<file path="src/logic/soc_pkg.sv">
package soc_pkg;

  // bus word types
  typedef logic [31:0] addr_t;
  typedef logic [31:0] data_t;
  typedef logic [3:0]  sel_t;
  typedef logic [1:0]  chip_sel_t;
  typedef logic [2:0]  irq_code_t;

  // chip select codes
  localparam chip_sel_t CS_NONE  = 2'd0;
  localparam chip_sel_t CS_RAM   = 2'd1;
  localparam chip_sel_t CS_TIMER = 2'd2;

  // memory map, top address nibble
  localparam logic [3:0] REGION_RAM   = 4'h0;
  localparam logic [3:0] REGION_TIMER = 4'h2;

  localparam int RAM_WORDS    = 64;
  localparam int RAM_ADR_BITS = 6;

  localparam int TIMER_COUNT = 4;

  // timer word offsets, adr[4:2]
  localparam logic [2:0] TMR_CTRL     = 3'd0;
  localparam logic [2:0] TMR_STATUS   = 3'd1;
  localparam logic [2:0] TMR_CMP_BASE = 3'd4;

  // cpu interrupt codes
  localparam irq_code_t IRQ_NONE    = 3'd0;
  localparam irq_code_t IRQ_FAULT   = 3'd1;
  localparam irq_code_t IRQ_TIMER0  = 3'd2;
  localparam irq_code_t IRQ_TIMER1  = 3'd3;
  localparam irq_code_t IRQ_TIMER2  = 3'd4;
  localparam irq_code_t IRQ_TIMER3  = 3'd5;
  localparam irq_code_t IRQ_UART_RX = 3'd6;
  localparam irq_code_t IRQ_UART_TX = 3'd7;

endpackage

</file>
<file path="src/logic/soc_bus_if.sv">
`timescale 1ns/1ps

// master request as seen by every slave
interface soc_bus_if;
  import soc_pkg::*;

  addr_t adr;
  data_t wdat;
  sel_t  sel;
  logic  we;
  logic  cyc;

  // interconnect side
  modport fabric (
    output adr,
    output wdat,
    output sel,
    output we,
    output cyc
  );

  // slave side
  modport slave (
    input adr,
    input wdat,
    input sel,
    input we,
    input cyc
  );

endinterface

</file>
<file path="src/logic/bus_interconnect.sv">
`timescale 1ns/1ps

module bus_interconnect (
  input  logic              sysclock,
  input  logic              rst_i,
  input  logic              cyc_i,
  input  logic              we_i,
  input  soc_pkg::addr_t    adr_i,
  input  soc_pkg::sel_t     sel_i,
  input  soc_pkg::data_t    dat_i,
  output soc_pkg::data_t    dat_o,
  output logic              ack_o,
  soc_bus_if.fabric         bus,
  output logic              ram_stb_o,
  input  soc_pkg::data_t    ram_rdat_i,
  input  logic              ram_ack_i,
  output logic              tmr_stb_o,
  input  soc_pkg::data_t    tmr_rdat_i,
  input  logic              tmr_ack_i,
  output logic              fault_o
);
  import soc_pkg::*;

  logic [3:0] region;
  chip_sel_t  cs;
  logic       fault;
  logic       fault_ack_q;

  assign region = adr_i[31:28];

  // region decode, only while a cycle is open
  always_comb begin
    cs    = CS_NONE;
    fault = 1'b0;
    if (cyc_i) begin
      case (region)
        REGION_RAM:   cs = CS_RAM;
        REGION_TIMER: cs = CS_TIMER;
        default:      fault = 1'b1;
      endcase
    end
  end

  // request fans out to all slaves
  assign bus.adr  = adr_i;
  assign bus.wdat = dat_i;
  assign bus.sel  = sel_i;
  assign bus.we   = we_i;
  assign bus.cyc  = cyc_i;

  assign ram_stb_o = (cs == CS_RAM);
  assign tmr_stb_o = (cs == CS_TIMER);

  // unmapped access gets its own ack so the master moves on
  always_ff @(posedge sysclock or posedge rst_i) begin
    if (rst_i) begin
      fault_ack_q <= 1'b0;
    end else if (!cyc_i) begin
      fault_ack_q <= 1'b0;
    end else begin
      fault_ack_q <= fault & ~fault_ack_q;
    end
  end

  // return path by chip select
  always_comb begin
    case (cs)
      CS_RAM: begin
        dat_o = ram_rdat_i;
        ack_o = ram_ack_i;
      end
      CS_TIMER: begin
        dat_o = tmr_rdat_i;
        ack_o = tmr_ack_i;
      end
      default: begin
        dat_o = '0;
        ack_o = fault_ack_q;
      end
    endcase
  end

  assign fault_o = fault;

endmodule

</file>
<file path="src/logic/onchip_ram.sv">
`timescale 1ns/1ps

module onchip_ram (
  input  logic           sysclock,
  input  logic           rst_i,
  soc_bus_if.slave       bus,
  input  logic           stb_i,
  output soc_pkg::data_t rdat_o,
  output logic           ack_o
);
  import soc_pkg::*;

  data_t                   mem [RAM_WORDS];
  data_t                   rdat_q;
  logic [RAM_ADR_BITS-1:0] word_idx;
  logic [1:0]              ack_q;
  logic                    active;
  logic                    commit;

  assign word_idx = bus.adr[RAM_ADR_BITS+1:2];
  assign active   = stb_i & bus.cyc;

  // stage 2 about to fire
  assign commit = active & ack_q[0];

  // two cycle ack, single pulse per access
  always_ff @(posedge sysclock or posedge rst_i) begin
    if (rst_i) begin
      ack_q <= 2'b00;
    end else if (!active) begin
      ack_q <= 2'b00;
    end else begin
      ack_q <= {ack_q[0], ~ack_q[0] & ~ack_q[1]};
    end
  end

  // byte lane writes, registered read
  always_ff @(posedge sysclock) begin
    if (commit && bus.we) begin
      for (int b = 0; b < 4; b++) begin
        if (bus.sel[b]) begin
          mem[word_idx][8*b +: 8] <= bus.wdat[8*b +: 8];
        end
      end
    end
    rdat_q <= mem[word_idx];
  end

  assign rdat_o = rdat_q;
  assign ack_o  = ack_q[1];

endmodule

</file>
<file path="src/logic/timer_unit.sv">
`timescale 1ns/1ps

module timer_unit (
  input  logic                            sysclock,
  input  logic                            rst_i,
  soc_bus_if.slave                        bus,
  input  logic                            stb_i,
  output soc_pkg::data_t                  rdat_o,
  output logic                            ack_o,
  output logic [soc_pkg::TIMER_COUNT-1:0] irq_o
);
  import soc_pkg::*;

  logic [TIMER_COUNT-1:0] enable_q;
  logic [TIMER_COUNT-1:0] pending_q;
  logic [TIMER_COUNT-1:0] hit;
  logic [TIMER_COUNT-1:0] clear;
  data_t                  count_q [TIMER_COUNT];
  data_t                  cmp_q [TIMER_COUNT];
  logic                   ack_q;
  logic [2:0]             reg_ofs;
  logic                   wr_en;

  assign reg_ofs = bus.adr[4:2];

  // write lands on the acking edge
  assign wr_en = stb_i & bus.cyc & bus.we & ~ack_q;

  always_ff @(posedge sysclock or posedge rst_i) begin
    if (rst_i) begin
      ack_q <= 1'b0;
    end else begin
      ack_q <= stb_i & bus.cyc & ~ack_q;
    end
  end

  assign ack_o = ack_q;

  // per channel compare match
  always_comb begin
    for (int i = 0; i < TIMER_COUNT; i++) begin
      hit[i] = enable_q[i] && (count_q[i] == cmp_q[i]);
    end
  end

  // write 1 to clear status bits
  always_comb begin
    clear = '0;
    if (wr_en && bus.sel[0] && reg_ofs == TMR_STATUS) begin
      clear = bus.wdat[TIMER_COUNT-1:0];
    end
  end

  always_ff @(posedge sysclock or posedge rst_i) begin
    if (rst_i) begin
      enable_q  <= '0;
      pending_q <= '0;
      for (int i = 0; i < TIMER_COUNT; i++) begin
        count_q[i] <= '0;
      end
    end else begin
      if (wr_en && bus.sel[0] && reg_ofs == TMR_CTRL) begin
        enable_q <= bus.wdat[TIMER_COUNT-1:0];
      end
      // a new match wins over a clear in the same cycle
      pending_q <= (pending_q & ~clear) | hit;
      for (int i = 0; i < TIMER_COUNT; i++) begin
        if (hit[i]) begin
          count_q[i] <= '0;
        end else if (enable_q[i]) begin
          count_q[i] <= count_q[i] + 32'd1;
        end
      end
    end
  end

  // compare registers, byte lane writes
  always_ff @(posedge sysclock) begin
    if (wr_en && reg_ofs >= TMR_CMP_BASE) begin
      for (int b = 0; b < 4; b++) begin
        if (bus.sel[b]) begin
          cmp_q[reg_ofs[1:0]][8*b +: 8] <= bus.wdat[8*b +: 8];
        end
      end
    end
  end

  // register readback
  always_comb begin
    rdat_o = '0;
    case (reg_ofs)
      TMR_CTRL:   rdat_o[TIMER_COUNT-1:0] = enable_q;
      TMR_STATUS: rdat_o[TIMER_COUNT-1:0] = pending_q;
      default: begin
        if (reg_ofs >= TMR_CMP_BASE) begin
          rdat_o = cmp_q[reg_ofs[1:0]];
        end
      end
    endcase
  end

  // level interrupts straight from the pending flags
  assign irq_o = pending_q;

endmodule

</file>
<file path="src/logic/irq_encoder.sv">
`timescale 1ns/1ps

module irq_encoder (
  input  logic                            int_en_i,
  input  logic                            fault_i,
  input  logic [soc_pkg::TIMER_COUNT-1:0] timer_irq_i,
  input  logic                            uart_rx_i,
  input  logic                            uart_tx_i,
  output soc_pkg::irq_code_t              irq_code_o
);
  import soc_pkg::*;

  // fault first, then timers high to low, then uart
  always_comb begin
    irq_code_o = IRQ_NONE;
    if (int_en_i) begin
      if (fault_i) begin
        irq_code_o = IRQ_FAULT;
      end else if (timer_irq_i[3]) begin
        irq_code_o = IRQ_TIMER3;
      end else if (timer_irq_i[2]) begin
        irq_code_o = IRQ_TIMER2;
      end else if (timer_irq_i[1]) begin
        irq_code_o = IRQ_TIMER1;
      end else if (timer_irq_i[0]) begin
        irq_code_o = IRQ_TIMER0;
      end else if (uart_rx_i) begin
        irq_code_o = IRQ_UART_RX;
      end else if (uart_tx_i) begin
        irq_code_o = IRQ_UART_TX;
      end
    end
  end

endmodule

</file>
<file path="src/logic/soc_core.sv">
`timescale 1ns/1ps

module soc_core (
  input  logic               sysclock,
  input  logic               rst_i,
  input  logic               cyc_i,
  input  logic               we_i,
  input  soc_pkg::addr_t     adr_i,
  input  soc_pkg::sel_t      sel_i,
  input  soc_pkg::data_t     dat_i,
  output soc_pkg::data_t     dat_o,
  output logic               ack_o,
  input  logic               int_en_i,
  input  logic               uart_rx_irq_i,
  input  logic               uart_tx_irq_i,
  output soc_pkg::irq_code_t cpu_irq_o,
  output logic               fault_o
);
  import soc_pkg::*;

  soc_bus_if bus ();

  logic                   ram_stb;
  logic                   ram_ack;
  data_t                  ram_rdat;
  logic                   tmr_stb;
  logic                   tmr_ack;
  data_t                  tmr_rdat;
  logic [TIMER_COUNT-1:0] timer_irq;
  logic                   fault;

  bus_interconnect u_interconnect (
    .sysclock   (sysclock),
    .rst_i      (rst_i),
    .cyc_i      (cyc_i),
    .we_i       (we_i),
    .adr_i      (adr_i),
    .sel_i      (sel_i),
    .dat_i      (dat_i),
    .dat_o      (dat_o),
    .ack_o      (ack_o),
    .bus        (bus.fabric),
    .ram_stb_o  (ram_stb),
    .ram_rdat_i (ram_rdat),
    .ram_ack_i  (ram_ack),
    .tmr_stb_o  (tmr_stb),
    .tmr_rdat_i (tmr_rdat),
    .tmr_ack_i  (tmr_ack),
    .fault_o    (fault)
  );

  onchip_ram u_ram (
    .sysclock (sysclock),
    .rst_i    (rst_i),
    .bus      (bus.slave),
    .stb_i    (ram_stb),
    .rdat_o   (ram_rdat),
    .ack_o    (ram_ack)
  );

  timer_unit u_timer (
    .sysclock (sysclock),
    .rst_i    (rst_i),
    .bus      (bus.slave),
    .stb_i    (tmr_stb),
    .rdat_o   (tmr_rdat),
    .ack_o    (tmr_ack),
    .irq_o    (timer_irq)
  );

  irq_encoder u_irq (
    .int_en_i    (int_en_i),
    .fault_i     (fault),
    .timer_irq_i (timer_irq),
    .uart_rx_i   (uart_rx_irq_i),
    .uart_tx_i   (uart_tx_irq_i),
    .irq_code_o  (cpu_irq_o)
  );

  assign fault_o = fault;

endmodule

</file>
<file path="config.mk">
export PLATFORM = sky130hd
export DESIGN_NAME = soc_core
export DESIGN_NICKNAME = d
export VERILOG_FILES = /design/src/logic/soc_pkg.sv /design/src/logic/soc_bus_if.sv /design/src/logic/bus_interconnect.sv /design/src/logic/onchip_ram.sv /design/src/logic/timer_unit.sv /design/src/logic/irq_encoder.sv /design/src/logic/soc_core.sv
export SDC_FILE = /design/constraint.sdc
export NUM_CORES = 2
export LEC_CHECK = 0
export BUFFER_PORTS_ARGS = -buffer_cell sky130_fd_sc_hd__buf_2
export CAP_MARGIN = 10
export CORE_MARGIN = 8
export CORE_UTILIZATION = 35
export CTS_CLUSTER_SIZE = 10
export DETAILED_ROUTE_END_ITERATION = 10
export PLACE_DENSITY_LB_ADDON = 0.12
export SYNTH_ARGS = -nofsm -noshare
export SYNTH_HDL_FRONTEND = slang
export SYNTH_HIERARCHICAL = 1
export SYNTH_SLANG_ARGS = --single-unit
</file>
<file path="constraint.sdc">
create_clock -name sysclock -period 11.3 [get_ports sysclock]
set_clock_uncertainty 0.2 [all_clocks]
set_input_delay 2.26 -clock sysclock [delete_from_list [all_inputs] [get_ports sysclock]]
set_output_delay 2.26 -clock sysclock [all_outputs]
set_load 0.02 [all_outputs]
</file>
==> run metrics <==
status completed; Clk Tree Root Cell clkbuf_16; Post-CTS Setup Bufs 0; Hold Fails Final Rpt 0; Hold Buf Count CTS 0; CP max-delay cell buf_4; critical path arrival 4.99 ns; final worst-path cycle share 65.9%; Post-CTS Resized 0; pwr dens 177 nW/um^2; WL/cell 35.0 um; Psw 4.16 mW; first-pass GRT wire length 462,000 um; DRC violations left 0; htree depth 5; worst vdd ir 0.180 mV; max cap viols 0; worst-margin pin slew 1.27 ns; 1st-pass router iterations 6; DP HPWL 209,000 um; dpl cells 9,201; Sum Neg Setup Slack 0 ns; Die ar. 285,000 um^2; total CTS buffers 294; synth warn 6; buffer levels on the longest clock path 4; WS Path Type input port to output port; Post-Layout Cell Count 9,649; startpoint types input port; Starting Density 35.1%; Placer Congestion 0.844; grt total ovfl 0; Final min period 7.45 ns; DRT iter0 DRCs 6,261; core area 267,000 um^2; sequential share of power 51.0%; number of port buffers 89; Detail Route Antenna Nets 0; Reg clk slew, reported paths 0.05 ns; CTS tree done; Final Slew Violations 0; Final Power 18.8 mW; Final nets 6,029; Post-Syn Area 93,800 um^2; Fmax 0.134 GHz; vias in the first global route 55,100; Hold Crit Class flop to flop; critical path required time 8.84 ns; CP Max Fanout 42; Clk pwr share 44.0%; Internal 14.6 mW; final number of setup-violating endpoints 0; Worst slew margin 15.3%; Gate power share 5.0%; initial antenna violation count 37; Mean Syn Cell Area 16.0 um^2; Die X 534 um; GR Util All Layers 23.0%; Via Count 56,900; CP cell instances clkbuf_8 > buf_4 > mux4_2 > and2_1 > a22oi_2 > nor2_2 > buf_2; cell row count 190; Die Span Y 534 um; unrepaired setup endpoints after global routing no; # clock sinks 2,348; I/O Pins 112; mean number of vias per cell 5.89; layout cell share with drive strength beyond 1 13.8%; Leakage 33.5 nW; Crit path largest cell delay 0.80 ns; Post-Syn Instances 5,880; switching fraction of total power 22.2%; largest net degree at the start of global routing 102; CP Capture Type output port; WL final 337,000 um; Layout area overhead 12.8%; syn nets 5,962; worst-skew pair later-pin latency 0.94 ns
==> sequential cells by signal, indices dropped and copies added, names as in the netlist <==
name,flops
u_ram/mem,2048
u_timer/cmp_q,128
u_timer/count_q,128
u_ram/rdat_o,32
u_timer/enable_q,4
u_timer/irq_o,4
u_ram/ack_q,2
u_interconnect/fault_ack_q,1
u_timer/ack_o,1
==> final timing paths <==
kind                                 from  slack (ns)  cells after the start                    endpoint
setup reg to reg           u_ram/ack_q[0]        8.24                      5           u_ram/mem[43][24]
hold reg to reg            u_ram/ack_q[0]        0.22                      1              u_ram/ack_q[0]
max in group asynchronous           rst_i        8.17                      3         u_timer/count_q[16]
min in group asynchronous           rst_i        1.04                      2  u_interconnect/fault_ack_q
setup / recovery                 adr_i[2]        3.85                      7                   dat_o[27]
hold / removal             u_ram/ack_q[0]        0.22                      1              u_ram/ack_q[0]
==> layout make-up <==
class	instances	area (um^2)
antenna	23	57.6
clock buffer	398	7990
clock inverter	25	126
fill	24600	161000
inverter	33	134
multi-input combinational	3052	22000
sequential	2348	69500
tap	3552	4440
timing repair buffer	218	1600
==> layout by cell type, fill, tap and decap left out, drive strengths merged, types with 15 or more instances in the layout <==
cell    count
and3       33
dfxtp      32
a21oi      76
and2       37
and4       25
clkinv     19
o22a       15
mux2      116
buf       217
diode      23
inv        37
o21ai     125
nor2      534
a22o       19
a222oi     50
o22ai     153
mux4       53
xor2      193
dfrtp     140
a22oi     507
nand4     112
nor3       52
xnor2      49
nand2     214
mux2i     158
a221oi    240
o21a       26
edfxtp   2176
clkbuf    399
nand3      54
nor4       61
==> worst max-delay path: cells and delay by family <==
kind / cells / cell delay [ns]
muxes: 1 / 0.58
buffers and inverters: 3 / 1.48
and+or+nand+nor: 2 / 0.23
AOI/OAI and AO/OA: 1 / 0.32
==> power groups by stage <==
stage	combinational [mW]	sequential [mW]	clock, mW
after floorplan	0.502	9.71	0
after global placement	0.932	9.75	0
after detailed placement	0.937	9.76	0
after CTS	0.938	9.58	8.44
after global routing	0.979	9.57	8.74
final	0.940	9.58	8.26
==> through the flow <==
| step | utilization [%] | area [um^2] | setup slack, ns | hold slack [ns] |
|---|---|---|---|---|
| finish | 39.6 | 106000 | 3.85 | 0.221 |
| global route | 39.6 | 106000 | 3.76 | 0.262 |
| CTS | 39.6 | 106000 | 3.85 | 0.224 |
| detailed placement | 36.5 | 97600 | 3.85 | 0.216 |
| global placement | 36.5 | 97600 | 3.88 | 0.219 |
| floorplan | - | 93800 | 5.00 | 0.200 |
==> metal layers <==
layer | routed length [um] | track usage (%) | vias to the layer above
met2 | 153000 | 35.5 | 2695
met3 | 28400 | 5.15 | 461
met4 | 11300 | 7.72 | 10
met1 | 145000 | 32.1 | 30100
li1 | - | - | 23600
met5 | 62 | 0 | -
Note: power is estimated with default switching activity, not from simulation.
